### src/common/xbus_pkg.sv
// Xbus shared definitions
package xbus_pkg;

   // Bus widths.
   localparam int addr_width = 22;
   localparam int data_width = 32;

   // Unibus adapter register page, 64 words.
   localparam logic [addr_width-1:0] unibus_base = 22'o17773000;
   localparam int unibus_page_bits = 6;

   // Quiet ranges that read zero and ignore writes.
   localparam logic [addr_width-1:0] other_page_a = 22'o17777700;
   localparam int other_a_bits = 6;            // 64 words.
   localparam logic [addr_width-1:0] other_page_b = 22'o17740000;
   localparam int other_b_bits = 12;           // 4096 words.

   // A timed-out address above these floors sets an nxm bit.
   localparam logic [addr_width-1:0] unibus_nxm_floor = 22'o17400000;
   localparam logic [addr_width-1:0] xbus_nxm_floor = 22'o17000000;

   // Adapter registers by page offset.
   typedef enum logic [unibus_page_bits-1:0] {
      reg_none   = 6'o00,
      reg_prom   = 6'o05,
      reg_ints   = 6'o20,
      reg_status = 6'o22
   } unibus_reg_t;

   // Bus controller states.
   typedef enum logic [1:0] {
      st_idle,
      st_bus,
      st_resp
   } ctl_state_t;

   // Interrupt register layout.
   localparam int ints_unibus_int_bit = 15;
   localparam int ints_xbus_int_bit = 14;
   localparam int ints_enable_bit = 10;
   localparam int ints_vector_lsb = 2;
   localparam int vector_width = 8;

   // Status register layout.
   localparam int status_unibus_nxm_bit = 3;
   localparam int status_xbus_nxm_bit = 0;

endpackage

### src/unibus/xbus_unibus.sv
// Unibus adapter board
`timescale 1ns/1ps

module xbus_unibus (
   input  logic                              clk,
   input  logic                              reset,
   input  logic [xbus_pkg::addr_width-1:0]   addr,
   input  logic [xbus_pkg::data_width-1:0]   datain,
   input  logic                              req,
   input  logic                              write,
   input  logic                              timeout,
   output logic [xbus_pkg::data_width-1:0]   dataout,
   output logic                              ack,
   output logic                              decode,
   output logic                              promdisable
);

   localparam int aw = xbus_pkg::addr_width;
   localparam int pb = xbus_pkg::unibus_page_bits;

   logic in_unibus;
   logic in_other;
   logic decode_unibus;
   logic decode_other;
   logic [1:0] ack_delayed;
   xbus_pkg::unibus_reg_t reg_sel;
   logic prom_key;
   logic ints_write;
   logic status_write;
   logic [xbus_pkg::data_width-1:0] bus_ints;
   logic [xbus_pkg::data_width-1:0] bus_status;
   logic [xbus_pkg::data_width-1:0] read_value;

   logic unibus_nxm;
   logic xbus_nxm;
   logic unibus_int_en;

   assign in_unibus = (addr[aw-1:pb] == xbus_pkg::unibus_base[aw-1:pb]);
   assign in_other =
      (addr[aw-1:xbus_pkg::other_a_bits] ==
       xbus_pkg::other_page_a[aw-1:xbus_pkg::other_a_bits]) ||
      (addr[aw-1:xbus_pkg::other_b_bits] ==
       xbus_pkg::other_page_b[aw-1:xbus_pkg::other_b_bits]);

   assign decode_unibus = req && in_unibus;
   assign decode_other = req && in_other;
   assign decode = decode_unibus || decode_other;
   assign ack = ack_delayed[1];

   always_comb
   begin
      case (addr[pb-1:0])
         xbus_pkg::reg_prom:   reg_sel = xbus_pkg::reg_prom;
         xbus_pkg::reg_ints:   reg_sel = xbus_pkg::reg_ints;
         xbus_pkg::reg_status: reg_sel = xbus_pkg::reg_status;
         default:              reg_sel = xbus_pkg::reg_none;
      endcase
   end

   assign prom_key = datain[5] && datain[2] && !datain[0];
   assign ints_write = decode_unibus && write && (reg_sel == xbus_pkg::reg_ints);
   assign status_write = decode_unibus && write && (reg_sel == xbus_pkg::reg_status);

   // Interrupt and vector fields read zero.
   always_comb
   begin
      bus_ints = '0;
      bus_ints[xbus_pkg::ints_enable_bit] = unibus_int_en;
   end

   always_comb
   begin
      bus_status = '0;
      bus_status[xbus_pkg::status_unibus_nxm_bit] = unibus_nxm;
      bus_status[xbus_pkg::status_xbus_nxm_bit] = xbus_nxm;
   end

   // Other ranges fall through to zero.
   always_comb
   begin
      read_value = '0;
      if (decode_unibus && !write)
      begin
         case (reg_sel)
            xbus_pkg::reg_ints:   read_value = bus_ints;
            xbus_pkg::reg_status: read_value = bus_status;
            default:              read_value = '0;
         endcase
      end
   end

   always_ff @(posedge clk)
   begin
      if (reset)
      begin
         ack_delayed <= 2'b00;
         promdisable <= 1'b0;
      end
      else
      begin
         ack_delayed <= {ack_delayed[0], decode};
         promdisable <= decode_unibus && write && (reg_sel == xbus_pkg::reg_prom) &&
                        prom_key;
      end
   end

   always_ff @(posedge clk)
   begin
      dataout <= read_value;
   end

   always_ff @(posedge clk)
   begin
      if (reset)
         unibus_int_en <= 1'b0;
      else if (ints_write)
         unibus_int_en <= datain[xbus_pkg::ints_enable_bit];
   end

   // Timeout wins over a status clear.
   always_ff @(posedge clk)
   begin
      if (reset)
      begin
         unibus_nxm <= 1'b0;
         xbus_nxm <= 1'b0;
      end
      else if (timeout)
      begin
         if (addr > xbus_pkg::unibus_nxm_floor)
            unibus_nxm <= 1'b1;
         else if (addr > xbus_pkg::xbus_nxm_floor)
            xbus_nxm <= 1'b1;
      end
      else if (status_write)
      begin
         unibus_nxm <= 1'b0;
         xbus_nxm <= 1'b0;
      end
   end

endmodule

### config.mk
export PLATFORM = sky130hd
export DESIGN_NAME = xbus_unibus
export DESIGN_NICKNAME = d
export VERILOG_FILES = /design/src/common/xbus_pkg.sv /design/src/unibus/xbus_unibus.sv
export SDC_FILE = /design/constraint.sdc
export NUM_CORES = 1
export LEC_CHECK = 0
export BUFFER_PORTS_ARGS = -buffer_cell sky130_fd_sc_hd__buf_2
export CAP_MARGIN = 10
export CELL_PAD_IN_SITES_DETAIL_PLACEMENT = 1
export CELL_PAD_IN_SITES_GLOBAL_PLACEMENT = 1
export CORE_ASPECT_RATIO = 0.6
export CORE_UTILIZATION = 20
export CTS_CLUSTER_SIZE = 10
export DETAILED_ROUTE_END_ITERATION = 7
export GPL_TIMING_DRIVEN = 0
export PLACE_DENSITY = 0.81
export SYNTH_ARGS = -nofsm -noshare
export SYNTH_HDL_FRONTEND = slang
export SYNTH_SLANG_ARGS = --single-unit
### constraint.sdc
create_clock -name clk -period 2.5 [get_ports clk]
set_input_delay 0.125 -clock clk [delete_from_list [all_inputs] [get_ports clk]]
set_output_delay 0.125 -clock clk [all_outputs]
set_load 0.1 [all_outputs]
==> impl_metrics.json, run 1 <==
{
  "first_iter_violations": 16,
  "worst_pin_slew_ps": 521,
  "synth_top_area_share_pct": 30.1,
  "power_mw": 0.584,
  "cts_setup_buffers": 0,
  "cts_tree": "built",
  "grt_pass1_wl_um": 3370,
  "slew_violations": 0,
  "relSlewSlack_pct": 64.9,
  "cts_resized": 0,
  "drive_above_1_share_pct": 45.6,
  "grt_setup_unrepaired": "false",
  "finalHoldViolCount": 0,
  "synth_fa_ha_area_share_pct": 0,
  "avgSynthCellArea_sq_um": 8.05,
  "viasPerCell": 3.83,
  "peakVddDrop_v": 0.000217,
  "synthTopCellsByArea": "buf_4, dfxtp_1, nand4_1, nor4_1, nor3_1",
  "synthArstFlopShare_pct": 0,
  "cts_buffers": 3,
  "hp-class": "in -> reg",
  "fin_cells": 203,
  "overflow": 0,
  "ys_ff_latch": 9,
  "postPlaceCellArea_sq_um": 1070,
  "coreArea_sq_um": 3360,
  "antennaDiodeCount": 0,
  "cp.arrival_ps": 1680,
  "cts.sinks": 9,
  "post-route-period-util_pct": 72.1,
  "crit_path_start_kind": "primary input",
  "fillers": 448,
  "setup_viol": 0,
  "maxCapViolCount": 0,
  "nets": 218,
  "yosysTopAreaCell": "buf_4",
  "synth_compound_area_share_pct": 8.29,
  "finalWorstSetupSlack_ps": 699,
  "cts_hold_buffers": 0,
  "clk_pin_slew_ps": 40,
  "grt_max_degree": 8,
  "dp.cells": 199,
  "yosysUniqueCellTypes": 23,
  "grtUsageTotal_pct": 11.2,
  "syn2layout_area_growth_pct": 54.1,
  "fmax_mhz": 555,
  "ys_seq_area_share_pct": 24.9,
  "ioPinCount": 94,
  "synth_edf_count": 0,
  "die_x_um": 79.7,
  "start_util_pct": 21.5,
  "run_status": "finished, final reports clean",
  "dp_hpwl_um": 1900,
  "yosys.area_share.simple_pct": 32.0,
  "vias": 777,
  "rows": 16,
  "muxShareOfSynthArea_pct": 2.76,
  "gp_congestion": 0.720,
  "finClkSkew_ps": 0.849,
  "portBuffers": 36,
  "synthXorXnorAreaFrac_pct": 0,
  "fp.dieH_um": 48.6,
  "root_buffer": "clkbuf_8",
  "grt_antenna_before_repair": 0,
  "wl_per_cell_um": 10.4,
  "synth-main-ff-cell": "dfxtp_1",
  "clk_latency_ps": 230,
  "htree_levels": 1,
  "grt_pass1_vias": 790,
  "pre_cts_ws_ps": 708,
  "synth_top_family_by_area": "simple AND/OR/NAND/NOR gates",
  "cp-end-kind": "primary output",
  "netlist_instances": 90,
  "yosysWarnings": 0,
  "p_leak_nw": 0.600,
  "period_needed_ps": 1800,
  "drc": 0,
  "synthesis.area_sq_um": 724,
  "cts_buffer_depth": 2,
  "design_area_sq_um": 1120,
  "power.density_nw_per_um2": 523,
  "wirelength_um": 2120,
  "die-area_sq_um": 3880,
  "detail-route-antenna-nets": 0,
  "dr.pass1.iters": 4,
  "crit_fanout": 4,
  "worstPathRequired_ps": 2380,
  "worstSetupPathType": "in -> out",
  "setup_tns_ps": 0
}
cell type report:
| class | count | area, sq um | area share (%) |
|---|---|---|---|
| plain buffers | 29 | 218 | 19.5 |
| flip-flops and latches | 9 | 180 | 16.1 |
| inverters | 3 | 11.3 | 1.01 |
| multi-input cells | 77 | 425 | 38.1 |
| repair buffers | 36 | 180 | 16.1 |
| clock buffers | 4 | 45.0 | 4.04 |
| well taps | 45 | 56.3 | 5.04 |
synth_stat cells, drive strengths merged, types with 2 or more instances:
master	number
nor3	6
inv	3
nand2	6
nand4	5
and2	2
nor4	5
mux2i	2
nand3b	2
buf	29
nor2	5
dfxtp	9
a21oi	5
placed cells by master (no fill, tap or decap), types with 2 or more instances in the layout:
cell,synthesis,final
nand2_1,6,6
conb_1,1,29
nand4_1,5,5
buf_2,0,36
buf_4,29,29
dfxtp_1,9,9
nand3b_1,2,2
and2_1,2,2
nor3_1,6,5
nor2_1,5,5
a21oi_1,5,5
clkbuf_8,0,3
nor4_1,5,5
inv_1,3,3
mux2i_1,2,2
cells by family (layout without fill, tap and decap cells):
group                  Yosys count  in the layout
DFF                              9              9
buffers and inverters           32             72
other                            1             29
AOI/OAI and AO/OA                7              7
and+or+nand+nor                 39             39
muxes                            2              2
worst max-delay path, cell delays in order:
cell and delay, ps:
buf_2 110, or4_4 550, a21oi_1 150, nor2_1 80, nor3_2 200, buf_2 460
through the flow:
step                      hold slack, ps  utilization, %
final                                101            33.2
after global routing                95.4            33.2
after CTS                           99.3            33.2
after detailed placement             337            31.8
after global placement               340            31.8
after floorplan                      197               -
sequential cells by signal, indices dropped and copies added, names as in the netlist:
signal,flops
dataout,3
ack_delayed,2
promdisable,1
unibus_int_en,1
unibus_nxm,1
xbus_nxm,1
power breakdown:
group | switching (mW) | internal (mW)
Clock | 0.0530 | 0.111
Combinational | 0.221 | 0.0548
Sequential | 0.000258 | 0.145
path summary, 6_finish.rpt:
path / start / endpoint / slack (ps) / cells past startpoint
max: addr[6] / decode / 700 / 6
min: write / dataout[10] / 100 / 2
max reg2reg: unibus_int_en / dataout[10] / 1860 / 2
min reg2reg: ack_delayed[0] / ack_delayed[1] / 440 / 1
metal layers:
metal | share of wire [%] | global-route usage [%] | vias to the layer above
li1 | - | - | 397
met1 | 42 | 13.1 | 351
met2 | 50 | 20.7 | 29
met3 | 7.6 | 3.58 | 0
met4 | 0 | 0.909 | 0
met5 | 0 | 0 | -
(Power assumes the default switching activity.)
==> run 2: changes to the inputs <==
CORE_UTILIZATION = 17   (was 20)
PLACE_DENSITY = 0.73   (was 0.81)
clock period = 1.65 ns   (was 2.5 ns; I/O delays follow)
==> run 2 against run 1 <==
Effect of this change: non-clock buffer count did not move; critical path depth did not move; global-route usage fell by 1.8 points; first-iteration DRC count fell by 38%; worst hold slack got worse by 48 ps; cell area rose by 2.6%; clock skew fell by 0.67 ps; wire length fell by 3.5%; critical endpoint unchanged; highest routed layer is now met4.
==> impl_metrics.json, run 2 (synthesis gave the netlist of run 1 again) <==
{
  "run_status": "finished, final reports clean",
  "p_leak_nw": 0.614,
  "overflow": 0,
  "dp_hpwl_um": 1850,
  "layout_common_cells": "buf_2, buf_4, conb_1, dfxtp_1, nand2_1",
  "r2r-end": "dataout[10]",
  "ioPinCount": 94,
  "viasPerCell": 3.68,
  "grt_max_degree": 8,
  "root_buffer": "clkbuf_8",
  "cts_buffers": 3,
  "antennaDiodeCount": 0,
  "wirelength_um": 2040,
  "start_util_pct": 18.7,
  "grt_pass1_vias": 728,
  "cp-end-kind": "primary output",
  "wl_per_cell_um": 9.50,
  "r2r_cells": 2,
  "cts_tree": "built",
  "portBuffers": 36,
  "largest_reg_flops": 3,
  "nets": 218,
  "largest-register": "dataout",
  "hold_path_depth": 2,
  "hp-class": "in -> reg",
  "clk_latency_ps": 230,
  "reg_top3": "dataout (3), ack_delayed (2)",
  "fin_cells": 215,
  "dr.pass1.iters": 3,
  "hold_end": "dataout[10]",
  "finalWorstSetupSlack_ps": 153,
  "grt_setup_unrepaired": "false",
  "worst_pin_slew_ps": 499,
  "r2r_slack_ps": 1030,
  "maxCapViolCount": 0,
  "crit_path_start_kind": "primary input",
  "power.density_nw_per_um2": 780,
  "gp_congestion": 0.744,
  "post-route-period-util_pct": 90.7,
  "dp.cells": 211,
  "finalHoldViolCount": 0,
  "worstSetupPathType": "in -> out",
  "worstPathRequired_ps": 1570,
  "cts.sinks": 9,
  "fmax_mhz": 668,
  "grtUsageTotal_pct": 9.42,
  "coreArea_sq_um": 3870,
  "setup_viol": 0,
  "power_mw": 0.893,
  "drive_above_1_share_pct": 46.8,
  "fp.dieH_um": 52.6,
  "drc": 0,
  "relSlewSlack_pct": 66.4,
  "pre_cts_ws_ps": -50.6,
  "grt_pass1_wl_um": 3170,
  "first_iter_violations": 10,
  "clk_pin_slew_ps": 40,
  "regToRegStartpoint": "unibus_int_en",
  "syn2layout_area_growth_pct": 58.0,
  "min_from": "write",
  "die_x_um": 86.3,
  "vias": 791,
  "die-area_sq_um": 4540,
  "period_needed_ps": 1500,
  "grt_antenna_before_repair": 0,
  "finClkSkew_ps": 0.183,
  "detail-route-antenna-nets": 0,
  "crit_fanout": 4,
  "final_common_cell": "buf_2",
  "htree_levels": 1,
  "cts_buffer_depth": 2,
  "rows": 17,
  "holdWs_ps": 53.1,
  "slew_violations": 0,
  "peakVddDrop_v": 0.000214,
  "cp.arrival_ps": 1410,
  "cts_setup_buffers": 0
}
[run 2: power by group]
part	total, mW	switching [mW]	internal (mW)
combinational	0.418	0.335	0.0831
clock	0.256	0.0909	0.165
sequential	0.219	0.000396	0.219
total	0.893	0.426	0.467
[run 2: worst max-delay path, stage by stage]
cell	delay, ps
buf_2	100
or4_4	550
a21oi_2	130
nor2_1	80
nor3_4	110
clkbuf_4	360
[run 2: final cells by class]
type	count	area, sq um
plain buffers	29	218
fillers	489	2730
clock buffers	3	41.3
inverters	3	11.3
well taps	57	71.3
multi-input cells	77	435
flip-flops and latches	9	180
clock inverters	1	5.00
repair buffers	36	183
[run 2: worst max path at each step]
stage,end,start,slack [ps],cells after the start
global placement,unibus_nxm,addr[6],-50,5
detailed placement,dataout[0],addr[6],-50,5
floorplan,decode,addr[6],5,4
CTS,decode,addr[6],40,6
global route,decode,addr[6],80,6
finish,decode,addr[6],150,6
[run 2: per-stage QoR]
stage	instance area, sq um	utilization (%)	TNS, ps
CTS	1140	29.5	0
finish	1140	29.6	0
floorplan	845	-	0
detailed placement	1100	28.3	-181
global placement	1100	28.3	-135
global route	1140	29.6	0
[run 2: what timing repair did]
item | 4_1_cts | 5_1_grt
endpoints found under the setup margin | 0 | 1
gates resized for setup | 0 | 1
hold buffers | 0 | 0
[run 2: routing by layer]
layer / vias up / routed length [um] / track usage [%] / share of wire (%)
li1: 395 / - / - / -
met1: 363 / 924 / 10.9 / 45
met2: 31 / 960 / 16.0 / 47
met3: 2 / 141 / 3.62 / 6.9
met4: 0 / 17 / 3.33 / 0.83
met5: - / 0 / 0 / 0
