$ cat config.mk
export PLATFORM = sky130hd
export DESIGN_NAME = xbus_ctl
export DESIGN_NICKNAME = d
export VERILOG_FILES = /design/src/common/xbus_pkg.sv /design/src/logic/xbus_ctl.sv
export SDC_FILE = /design/constraint.sdc
export NUM_CORES = 1
export LEC_CHECK = 0
export ABC_AREA = 0
export BUFFER_PORTS_ARGS = -buffer_cell sky130_fd_sc_hd__buf_2
export CAP_MARGIN = 30
export CORE_UTILIZATION = 45
export DETAILED_ROUTE_END_ITERATION = 6
export PLACE_DENSITY = 0.84
export SYNTH_ARGS = -nofsm -noshare
export SYNTH_HDL_FRONTEND = slang
export SYNTH_SLANG_ARGS = --single-unit
$ cat constraint.sdc
create_clock -name clk -period 8.2 [get_ports clk]
set_clock_uncertainty 0.1 [all_clocks]
set_input_delay 2.46 -clock clk [delete_from_list [all_inputs] [get_ports clk]]
set_output_delay 2.46 -clock clk [all_outputs]
set_load 0.005 [all_outputs]
$ cat src/common/xbus_pkg.sv
// Xbus shared definitions
package xbus_pkg;

   // Bus widths.
   localparam int addr_width = 22;
   localparam int data_width = 32;

   // Unibus adapter register page, 64 words.
   localparam logic [addr_width-1:0] unibus_base = 22'o17773000;
   localparam int unibus_page_bits = 6;

   // Quiet ranges that read zero and ignore writes.
   localparam logic [addr_width-1:0] other_page_a = 22'o17777700;
   localparam int other_a_bits = 6;            // 64 words.
   localparam logic [addr_width-1:0] other_page_b = 22'o17740000;
   localparam int other_b_bits = 12;           // 4096 words.

   // A timed-out address above these floors sets an nxm bit.
   localparam logic [addr_width-1:0] unibus_nxm_floor = 22'o17400000;
   localparam logic [addr_width-1:0] xbus_nxm_floor = 22'o17000000;

   // Adapter registers by page offset.
   typedef enum logic [unibus_page_bits-1:0] {
      reg_none   = 6'o00,
      reg_prom   = 6'o05,
      reg_ints   = 6'o20,
      reg_status = 6'o22
   } unibus_reg_t;

   // Bus controller states.
   typedef enum logic [1:0] {
      st_idle,
      st_bus,
      st_resp
   } ctl_state_t;

   // Interrupt register layout.
   localparam int ints_unibus_int_bit = 15;
   localparam int ints_xbus_int_bit = 14;
   localparam int ints_enable_bit = 10;
   localparam int ints_vector_lsb = 2;
   localparam int vector_width = 8;

   // Status register layout.
   localparam int status_unibus_nxm_bit = 3;
   localparam int status_xbus_nxm_bit = 0;

endpackage

$ cat src/logic/xbus_ctl.sv
// Xbus bus controller
`timescale 1ns/1ps

module xbus_ctl #(
   parameter int timeout_cycles = 8
) (
   input  logic                              clk,
   input  logic                              reset,
   input  logic                              cmd_valid,
   input  logic                              cmd_write,
   input  logic [xbus_pkg::addr_width-1:0]   cmd_addr,
   input  logic [xbus_pkg::data_width-1:0]   cmd_data,
   output logic                              cmd_ready,
   output logic                              resp_valid,
   output logic [xbus_pkg::data_width-1:0]   resp_data,
   output logic                              resp_nxm,
   input  logic                              resp_ready,
   output logic                              req,
   output logic                              write,
   output logic [xbus_pkg::addr_width-1:0]   addr,
   output logic [xbus_pkg::data_width-1:0]   datain,
   output logic                              timeout,
   input  logic                              dec_unibus,
   input  logic                              dec_ram,
   input  logic                              ack_unibus,
   input  logic                              ack_ram,
   input  logic [xbus_pkg::data_width-1:0]   rdata_unibus,
   input  logic [xbus_pkg::data_width-1:0]   rdata_ram
);

   localparam int cnt_bits = $clog2(timeout_cycles + 1);

   xbus_pkg::ctl_state_t state;
   logic started;
   logic [cnt_bits-1:0] idle_cnt;
   logic bus_decode;
   logic bus_ack;
   logic [xbus_pkg::data_width-1:0] bus_rdata;
   logic cmd_fire;
   logic timeout_hit;

   // Only one board decodes any address.
   assign bus_decode = dec_unibus | dec_ram;
   assign bus_ack = ack_unibus | ack_ram;
   assign bus_rdata = rdata_unibus | rdata_ram;

   assign cmd_ready = started && (state == xbus_pkg::st_idle);
   assign cmd_fire = cmd_valid && cmd_ready;

   // Last undecoded cycle before the limit.
   assign timeout_hit = (state == xbus_pkg::st_bus) && !bus_decode &&
                        (idle_cnt == cnt_bits'(timeout_cycles - 1));

   always_ff @(posedge clk)
   begin
      if (reset)
      begin
         state <= xbus_pkg::st_idle;
         started <= 1'b0;
         req <= 1'b0;
         timeout <= 1'b0;
         resp_valid <= 1'b0;
         idle_cnt <= '0;
      end
      else
      begin
         started <= 1'b1;
         timeout <= timeout_hit;
         case (state)
            xbus_pkg::st_idle:
               if (cmd_fire)
               begin
                  state <= xbus_pkg::st_bus;
                  req <= 1'b1;
                  idle_cnt <= '0;
               end
            xbus_pkg::st_bus:
               if (bus_ack || timeout)
               begin
                  state <= xbus_pkg::st_resp;
                  req <= 1'b0;
                  resp_valid <= 1'b1;
               end
               else if (!bus_decode)
                  idle_cnt <= idle_cnt + 1'b1;    // Counts cycles nobody claims.
            xbus_pkg::st_resp:
               if (resp_ready)
               begin
                  state <= xbus_pkg::st_idle;  // Stale ack drains here.
                  resp_valid <= 1'b0;
               end
            default:
               state <= xbus_pkg::st_idle;
         endcase
      end
   end

   // Command and response payload.
   always_ff @(posedge clk)
   begin
      if (cmd_fire)
      begin
         write <= cmd_write;
         addr <= cmd_addr;
         datain <= cmd_data;
      end
      if (state == xbus_pkg::st_bus)
      begin
         if (bus_ack)
         begin
            resp_data <= bus_rdata;
            resp_nxm <= 1'b0;
         end
         else if (timeout)
         begin
            resp_data <= '0;
            resp_nxm <= 1'b1;
         end
      end
   end

endmodule

==> results of run 1 <==
power groups by stage:
| stage | Combinational (mW) | Clock, mW | Sequential [mW] |
|---|---|---|---|
| 4_1_cts | 0.0813 | 0.296 | 0.573 |
| 2_1_floorplan | 0.0235 | 0 | 0.587 |
| 3_3_place_gp | 0.0765 | 0 | 0.584 |
| 6_report | 0.0801 | 0.287 | 0.573 |
| 3_5_place_dp | 0.0811 | 0 | 0.585 |
| 5_1_grt | 0.0899 | 0.313 | 0.575 |
Yosys cell counts (2+ instances only):
cell      count
nand2b_1      2
nand3_1       2
nor2_1       69
clkbuf_1      6
edfxtp_1     88
inv_1         5
a22oi_1       2
dfxtp_1      10
a21oi_1       3
nand2_1       2
nand3b_1      2
o21ai_0       2
worst max-delay path by stage:
stage | start | cells past startpoint | to
after floorplan | ack_ram | 2 | resp_data[0]
after global placement | cmd_valid | 3 | addr[12]
after detailed placement | cmd_valid | 4 | addr[12]
after CTS | state[0] | 3 | cmd_ready
after global routing | state[0] | 3 | cmd_ready
final | state[0] | 3 | cmd_ready
per-stage QoR:
stage | util | power [mW] | setup slack [ns] | hold WS [ns]
finish | 0.6611 | 0.9407 | 4.366 | 0.3899
CTS | 0.6611 | 0.9510 | 4.372 | 0.3947
floorplan | - | 0.6104 | 3.748 | 0.3677
global placement | 0.6325 | 0.6608 | 3.838 | 0.3761
detailed placement | 0.6352 | 0.6658 | 4.135 | 0.3768
global route | 0.6611 | 0.9787 | 4.279 | 0.4371
registers in the layout, indices dropped and copies added, names as in the netlist:
register	count
resp_valid	1
timeout	1
state	2
started	1
write	1
idle_cnt	4
resp_data	32
resp_nxm	1
datain	32
req	1
addr	22
worst register-to-register path, delay by kind of cell, from the launching register on:
family                 cells  cell delay, ns
buffers and inverters      2            0.57
DFF                        1            0.41
and+or+nand+nor            1            0.67
cell families (layout without fill, tap and decap cells):
kind of cell | Yosys count | count (layout)
DFF | 98 | 98
AOI/OAI and AO/OA | 15 | 15
and+or+nand+nor | 88 | 88
adders and majority gates | 1 | 1
buffers and inverters | 14 | 242
per-layer routing:
metal,track usage,vias to the layer above,part of all wire,wire length (µm)
li1,-,1227,-,-
met1,0.2097,1178,0.37,2983
met2,0.3442,159,0.50,4084
met3,0.07295,15,0.11,871
met4,0.09957,0,0.020,163
met5,0,-,0,0
layout make-up:
type / instances / share of cell area
Clock buffer: 9 / 0.02569
Inverter: 6 / 0.004672
Multi-Input combinational cell: 104 / 0.1087
Timing Repair Buffer: 220 / 0.2320
Clock inverter: 7 / 0.01350
Tap cell: 99 / 0.02569
Sequential cell: 98 / 0.5897
==> metrics.yaml, run 1 <==
vias: 2579
rr_endpoint: "datain[22]"
worst_slew_pin_slew_ns: 0.8998
r2r_cells: 3
synth_top_family_by_area: "simple AND/OR/NAND/NOR gates"
layout_commonest_cell: "buf_2"
setup_violations: 0
synth-edff-count: 88
ios: 219
drive_gt1_frac: 0.5450
cts_buffers: 9
start_util: 0.4688
critPathBufInv: 2
hold_path_depth: 2
diodes: 0
grt_pass1_vias: 2347
status: "completed"
routedWlPerCell_um: 14.92
layout_common_cells: "buf_2 (218), edfxtp_1 (88), nor2_1 (67), dfxtp_1 (10), clkbuf_8 (9)"
slew_headroom: 0.3987
switching_share: 0.2304
critPathTopFamily: "flip-flops"
dieArea_mm2: 0.007949
fillers: 562
multi_input_area_um2: 524.3
synth_top_area_cell: "edfxtp_1"
dp_hpwl_um: 6250
cts_tree: "done"
grt_pass1_wl_um: 11150
maxSlewViolCount: 0
yosys.area_share.simple: 0.1138
r2r_start: "state[1]"
synth-adder-area-share: 0.003660
place_area_mm2: 0.004632
ant_nets: 0
synth_xor_area_frac: 0
grt_util_all_layers: 0.1971
critPathKind: "reg -> out"
yosysWarningCount: 0
cts_hold_buffers: 0
power_frac_comb: 0.085
synth-seq-cells: 98
antenna_found_initial: 0
grt_max_degree: 45
leakage_nw: 2.066
clock_sinks: 98
slowest_stage: "dfxtp_1"
cts_setup_buffers: 0
yosysTopAreaCellShare: 0.7731
switching_power_mw: 0.2167
drc_errors: 0
async_flop_share: 0
rows: 31
cp_max_fo: 9
critPathRequiredTime_ns: 5.64
clkTransAtPathRegs_ns: 0.10
synth.avg_cell_area_um2: 15.83
netlist_area_mm2: 0.003418
arrival_ns: 1.27
synth_nets: 344
post-route-min-period_ns: 3.834
instances_no_fill: 543
internal-power_mw: 0.7240
coreArea_mm2: 0.007292
post-route-period-util: 0.4675
reg2reg_slack_ns: 6.14
wirelength_um: 8103
drt_iter0_drc: 187
seqPwrFrac: 0.609
synthFlopType: "edfxtp_1"
synth_area_leaders: "edfxtp_1 (77%), nor2_1 (7.6%), dfxtp_1 (5.9%), clkbuf_1 (0.66%), inv_1 (0.55%)"
yosysSeqAreaShare: 0.8316
hp-class: "reg -> reg"
worstHoldEndpoint: "req"
maxCapViolations: 0
overflow: 0
clkLatencyLatePin_ns: 0.35
ir_drop_v: 0.00009176
clockPowerShare: 0.305
hold_violations: 0
routabilityCongestion: 0.8507
postSynthCellCount: 216
rsz0062_at_grt: "false"
max_freq_mhz: 260.8
slowest_delay_ns: 0.49
synth_compound_area_frac: 0.03294
place_inst: 527
die_height_um: 89.16
crit_path_cell_trace: "inv_1 > and3_1 > buf_2"
final_area_mm2: 0.004821
area_delta_synth_final_pct: 41.03
firstDrtPassIters: 4
hold_start: "req"
synth.distinct_cells: 35
tns_ns: 0
max-clock-path-buffers: 2
endpoint_kind: "output pin"
avgViaCountPerCell: 4.750
synth_mux_area_frac: 0
powerDensity_mw_per_mm2: 195.1
regArea_mm2: 0.002843
htreeDepth: 3
fin_nets: 567
ctsResizeCount: 0
clock-root-buffer: "clkbuf_8"
port-buffer-count: 218
crit_path_start_kind: "register"
fp.dieW_um: 89.16
(Power assumes the default switching activity.)
==> run 2, diff against run 1 <==
- CORE_UTILIZATION: 45 -> 38
- PLACE_DENSITY: 0.84 -> 0.76
- clock period: 8.2 -> 3.3 ns (I/O delays scaled with it)
==> run 2 against run 1 <==
Worst hold slack got worse by 0.00079 ns; clock power rose to 2.7 times the previous value; count of clock-buffer cells in the layout did not move; sequential cell count did not move; core utilization fell by 10 points; largest power group unchanged; register-to-register slack got worse by 4.9 ns; first-iteration DRC count fell by 34%; combinational power rose by 150%; sequential power rose by 150%; final area rose by 0.70%; worst setup slack got worse by 3.4 ns.
==> metrics.yaml, run 2 (synthesized netlist as in run 1, its figures left out) <==
overflow: 0  # unchanged
cts_buffers: 9  # unchanged
status: "completed"
reg2reg_slack_ns: 1.24  # -4.90 ns
clock_sinks: 98  # unchanged
slowest_delay_ns: 0.50  # about the same
slowest_stage: "dfxtp_1"
grt_pass1_vias: 2422  # +3.2%
drt_iter0_drc: 124  # -34%
drive_gt1_frac: 0.5450  # unchanged
area_delta_synth_final_pct: 42.02
hold_ws_ns: 0.3891  # -0.0007900 ns
post-route-period-util: 0.7193
crit_path_start_kind: "register"
grt_pass1_wl_um: 12000  # +7.6%
diodes: 0  # unchanged
cts_tree: "done"
rows: 34  # +9.7%
wirelength_um: 7651  # -5.6%
clkTransAtPathRegs_ns: 0.09  # about the same
crit_path_cell_trace: "inv_1 > and3_1 > buf_2"
dp_hpwl_um: 5841  # -6.5%
antenna_found_initial: 0  # unchanged
layout_common_cells: "buf_2 (218), edfxtp_1 (88), nor2_1 (67), dfxtp_1 (10), clkbuf_8 (9)"
avgViaCountPerCell: 4.600  # -3.2%
vias: 2539  # -1.6%
setup_violations: 0  # unchanged
rsz0062_at_grt: "false"
grt_max_degree: 47  # +4.4%
die_height_um: 96.85  # +8.6%
critPathBufInv: 2  # unchanged
endpoint_kind: "output pin"
clock-root-buffer: "clkbuf_8"
post-route-min-period_ns: 2.374
hp-class: "reg -> reg"
worst_slew_pin_slew_ns: 0.9124  # +0.01259 ns
r2r_cells: 3  # unchanged
tns_ns: 0  # unchanged
ctsResizeCount: 0  # unchanged
cts_setup_buffers: 0  # unchanged
start_util: 0.3920  # -0.07681
ir_drop_v: 0.0002390  # +160%
fin_nets: 567  # unchanged
critPathTopFamily: "flip-flops"
drc_errors: 0  # unchanged
fp.dieW_um: 96.85  # +8.6%
leakage_nw: 2.080  # +0.68%
final_util: 0.5567  # -0.1044
instances_no_fill: 552  # +1.7%
ant_nets: 0  # unchanged
r2r_start: "state[1]"
ios: 219  # unchanged
multi_input_area_um2: 524.3  # unchanged
clkLatencyLatePin_ns: 0.35  # about the same
hold_path_depth: 2  # unchanged
power_mw: 2.409  # +160%
maxCapViolations: 0  # unchanged
maxSlewViolCount: 0  # unchanged
dieArea_mm2: 0.009379  # +18%
place_inst: 536  # +1.7%
largestRegisters: "datain (32), resp_data (32), addr (22)"
powerDensity_mw_per_mm2: 496.3  # +150%
port-buffer-count: 218  # unchanged
rr_endpoint: "addr[2]"
routedWlPerCell_um: 13.86  # -7.1%
arrival_ns: 1.28  # about the same
grt_util_all_layers: 0.1673  # -0.02980
htreeDepth: 3  # unchanged
hold_start: "req"
coreArea_mm2: 0.008721  # +20%
slew_headroom: 0.3903  # -0.008411
fillers: 702  # +25%
max_freq_mhz: 421.3
cts_hold_buffers: 0  # unchanged
regArea_mm2: 0.002843  # unchanged
layout_commonest_cell: "buf_2"
hold_violations: 0  # unchanged
firstDrtPassIters: 4  # unchanged
cp_max_fo: 9  # unchanged
max-clock-path-buffers: 2  # unchanged
critPathRequiredTime_ns: 2.21  # -3.43 ns
critPathKind: "reg -> out"
routabilityCongestion: 0.8042  # -5.5%
worstHoldEndpoint: "req"
run 2: changes by cell type in the layout (fill, tap and decap cells not counted), sizes merged:
cell / before / now
bufinv: 0 / 1
clkinvlp: 1 / 0
run 2: cell type report:
type,count,share of cell area
multi-input combinational,104,0.1080
inverter,6,0.004639
sequential,98,0.5856
clock inverter,7,0.01804
timing repair buffer,220,0.2304
tap,108,0.02784
clock buffer,9,0.02552
run 2: layer usage:
metal  vias to the layer above  wire length (µm)  global-route usage
met3                        12               746             0.07009
met4                         0               159             0.06544
met5                         -                 0                   0
met1                      1134              3047              0.1879
met2                       166              3699              0.2817
li1                       1227                 -                   -
run 2: stage by stage:
step | instance area (µm²) | worst slack, ns
after floorplan | 3418 | 0.3178
after global routing | 4855 | 0.8329
after global placement | 4643 | 0.7477
after CTS | 4855 | 0.9218
final | 4855 | 0.9265
after detailed placement | 4643 | 0.6948
run 2: tightest hold or removal path: stages (launching register included):
cell	delay, ns
dfxtp_1	0.32
o21ai_0	0.07
a21oi_1	0.06
run 2: worst max path at each step:
stage                     slack, ns  startpoint           end  cells after the start
after global routing           0.83    state[0]     cmd_ready                      3
after detailed placement       0.69   cmd_valid       addr[6]                      4
after CTS                      0.92    state[0]     cmd_ready                      3
after global placement         0.75   cmd_valid    datain[18]                      4
after floorplan                0.32     ack_ram  resp_data[0]                      2
final                          0.93    state[0]     cmd_ready                      3
run 2: power breakdown:
group / switching (mW) / internal, mW
Combinational: 0.0979 / 0.100
Sequential: 0.0130 / 1.41
Clock: 0.423 / 0.365
Total: 0.534 / 1.88
==> run 3, diff against run 2 <==
- ABC_AREA: 0 -> 1
- CORE_UTILIZATION: 38 -> 42
- PLACE_DENSITY: 0.76 -> 0.8
- clock period: 3.3 -> 2.2 ns (I/O delays scaled with it)
==> run 3 against run 2 <==
Global-route usage is 3.7 points higher; sequential cell count unchanged; sequential share of layout area is 0.40 points higher; critical path type unchanged.
==> metrics.yaml, run 3 <==
rsz0062_at_grt: "false"
switching_share: 0.2304  # +0.008742
layout_commonest_cell: "buf_2"
ctsResizeCount: 0  # unchanged
instances_no_fill: 557  # +0.91%
post-route-period-util: 0.8353
leakage_nw: 2.106  # +1.2%
vias: 2537  # -0.079%
clkTransAtPathRegs_ns: 0.09  # about the same
grt_pass1_wl_um: 12660  # +5.5%
hp-class: "reg -> reg"
max_freq_mhz: 544.2
max-clock-path-buffers: 2  # unchanged
critPathRequiredTime_ns: 1.44  # -0.77 ns
synth_area_leaders: "edfxtp_1 (78%), nor2_1 (8.1%), dfxtp_1 (5.9%), nand2_1 (1.3%), inv_1 (1.0%)"
synth_top_family_by_area: "simple AND/OR/NAND/NOR gates"
cts_setup_buffers: 0  # unchanged
area_delta_synth_final_pct: 42.58
power_frac_comb: 0.089  # +0.007
arrival_ns: 1.08  # -0.20 ns
routabilityCongestion: 0.7399  # -8.0%
multi_input_area_um2: 489.2  # -6.7%
internal-power_mw: 2.692  # +44%
yosysWarningCount: 0  # unchanged
drt_iter0_drc: 74  # -40%
diodes: 0  # unchanged
crit_path_start_kind: "register"
synth-seq-cells: 98  # unchanged
final_util: 0.6208  # +0.06414
netlist_area_mm2: 0.003382  # -1.1%
cts_tree: "done"
start_util: 0.4354  # +0.04344
place_area_mm2: 0.004647  # about the same
synthTopCellsByCount: "edfxtp_1 (88), nor2_1 (73), nand2_1 (12)"
cts_hold_buffers: 0  # unchanged
synth_mux_area_frac: 0  # unchanged
synthFlopType: "edfxtp_1"
ant_nets: 0  # unchanged
fp.dieW_um: 91.74  # -5.3%
antenna_found_initial: 0  # unchanged
slew_headroom: 0.7768  # +0.3865
regArea_mm2: 0.002843  # unchanged
rows: 32  # -5.9%
synth.distinct_cells: 19  # -46%
htreeDepth: 3  # unchanged
dieArea_mm2: 0.008415  # -10%
largestRegisters: "datain (32), resp_data (32), addr (22)"
yosys.area_share.simple: 0.1276  # +0.01380
maxCapViolations: 0  # unchanged
synth_compound_area_frac: 0.01332  # -0.01962
synth-edff-count: 88  # unchanged
grt_pass1_vias: 2507  # +3.5%
routedWlPerCell_um: 15.15  # +9.3%
ios: 219  # unchanged
synth_top_area_cell: "edfxtp_1"
endpoint_kind: "output pin"
overflow: 0  # unchanged
synth_xor_area_frac: 0  # unchanged
ir_drop_v: 0.0002778  # +16%
hold_ws_ns: 0.3520  # -0.03710 ns
avgViaCountPerCell: 4.555  # -0.98%
drive_gt1_frac: 0.5451  # about the same
cp_max_fo: 5  # -4
crit_path_cell_trace: "nor3b_1 > buf_2"
final_area_mm2: 0.004822  # -0.67%
maxSlewViolCount: 0  # unchanged
clkLatencyLatePin_ns: 0.35  # about the same
setup_violations: 0  # unchanged
worst_slew_pin_slew_ns: 0.3348  # -0.5776 ns
synth.avg_cell_area_um2: 15.37  # -2.9%
fin_nets: 578  # +1.9%
clockPowerShare: 0.300  # -0.027
cts_buffers: 9  # unchanged
yosysTopAreaCellShare: 0.7814  # +0.008294
clock-root-buffer: "clkbuf_8"
async_flop_share: 0  # unchanged
drc_errors: 0  # unchanged
layout_common_cells: "buf_2 (218), edfxtp_1 (88), nor2_1 (73), nand2_1 (12), dfxtp_1 (10)"
powerDensity_mw_per_mm2: 725.5  # +46%
synth_nets: 348  # +1.2%
postSynthCellCount: 220  # +1.9%
place_inst: 541  # +0.93%
coreArea_mm2: 0.007767  # -11%
dp_hpwl_um: 6578  # +13%
status: "completed"
yosysMostFrequentCell: "edfxtp_1"
seqPwrFrac: 0.611  # +0.020
yosysSeqAreaShare: 0.8405  # +0.008922
tns_ns: 0  # unchanged
slowest_stage: "dfxtp_1"
port-buffer-count: 218  # unchanged
critPathKind: "reg -> out"
post-route-min-period_ns: 1.838
die_height_um: 91.74  # -5.3%
hold_violations: 0  # unchanged
fillers: 629  # -10%
firstDrtPassIters: 4  # unchanged
slowest_delay_ns: 0.39  # -0.11 ns
wirelength_um: 8436  # +10%
grt_max_degree: 49  # +4.3%
synth-adder-area-share: 0.003700  # +0.00003927
switching_power_mw: 0.8062  # +51%
clock_sinks: 98  # unchanged
grt_util_all_layers: 0.2038  # +0.03654
## run 3: cell count changes after synthesis, moves of 2 or more
cell      change
nand3_1       +3
a22oi_1       -2
nand2_1      +10
a21oi_1       +3
nand2b_1      -2
nand3b_1      -2
clkbuf_1      -6
buf_1         +2
nand2_2       +3
inv_1         +4
nand2_4       +2
nor2_4        +2
nor2_1        +4
o21ai_0       -2
## run 3: cell type report
class | instances | area share
clock inverter | 7 | 0.01064
tap | 102 | 0.02647
multi-input combinational | 109 | 0.1015
sequential | 98 | 0.5895
inverter | 10 | 0.008563
clock buffer | 9 | 0.02569
timing repair buffer | 222 | 0.2377
## run 3: worst paths after layout
kind | start | end | slack [ns] | cells after the start
min reg2reg | idle_cnt[3] | timeout | 0.35 | 1
min | idle_cnt[3] | timeout | 0.35 | 1
max reg2reg | state[0] | resp_data[21] | 0.68 | 5
max | state[1] | cmd_ready | 0.36 | 2
## run 3: logic make-up after synthesis
| logic type | after synthesis |
|---|---|
| compound gates | 8 |
| flops | 98 |
| fa+ha+maj | 1 |
| simple gates | 100 |
| buf+inv | 13 |
## run 3: metal layers
metal | part of all wire | vias to the layer above | GRT usage
li1 | - | 1224 | -
met2 | 0.53 | 123 | 0.3659
met3 | 0.076 | 18 | 0.05804
met1 | 0.37 | 1172 | 0.2192
met4 | 0.030 | 0 | 0.1016
met5 | 0 | - | 0
## run 3: power by group through the flow
| stage | logic (mW) | clock network, mW | registers, mW |
|---|---|---|---|
| after floorplan | 0.0900 | 0 | 2.19 |
| after global placement | 0.301 | 0 | 2.18 |
| after detailed placement | 0.316 | 0 | 2.18 |
| after CTS | 0.317 | 1.08 | 2.14 |
| after global routing | 0.346 | 1.16 | 2.15 |
| final | 0.312 | 1.05 | 2.14 |
## run 3: metrics by stage
| stage | power (mW) | setup slack [ns] |
|---|---|---|
| 3_3_place_gp | 2.481 | 0.4405 |
| 3_5_place_dp | 2.499 | 0.4060 |
| 6_report | 3.498 | 0.3624 |
| 4_1_cts | 3.533 | 0.3421 |
| 5_1_grt | 3.648 | 0.2928 |
| 2_1_floorplan | 2.281 | 0.1099 |
## run 3: worst max-delay path, delay by kind of cell (launching register included)
family	cells	cell delay (ns)
flip-flops	1	0.39
AND/OR/NAND/NOR	1	0.20
buffers and inverters	1	0.14
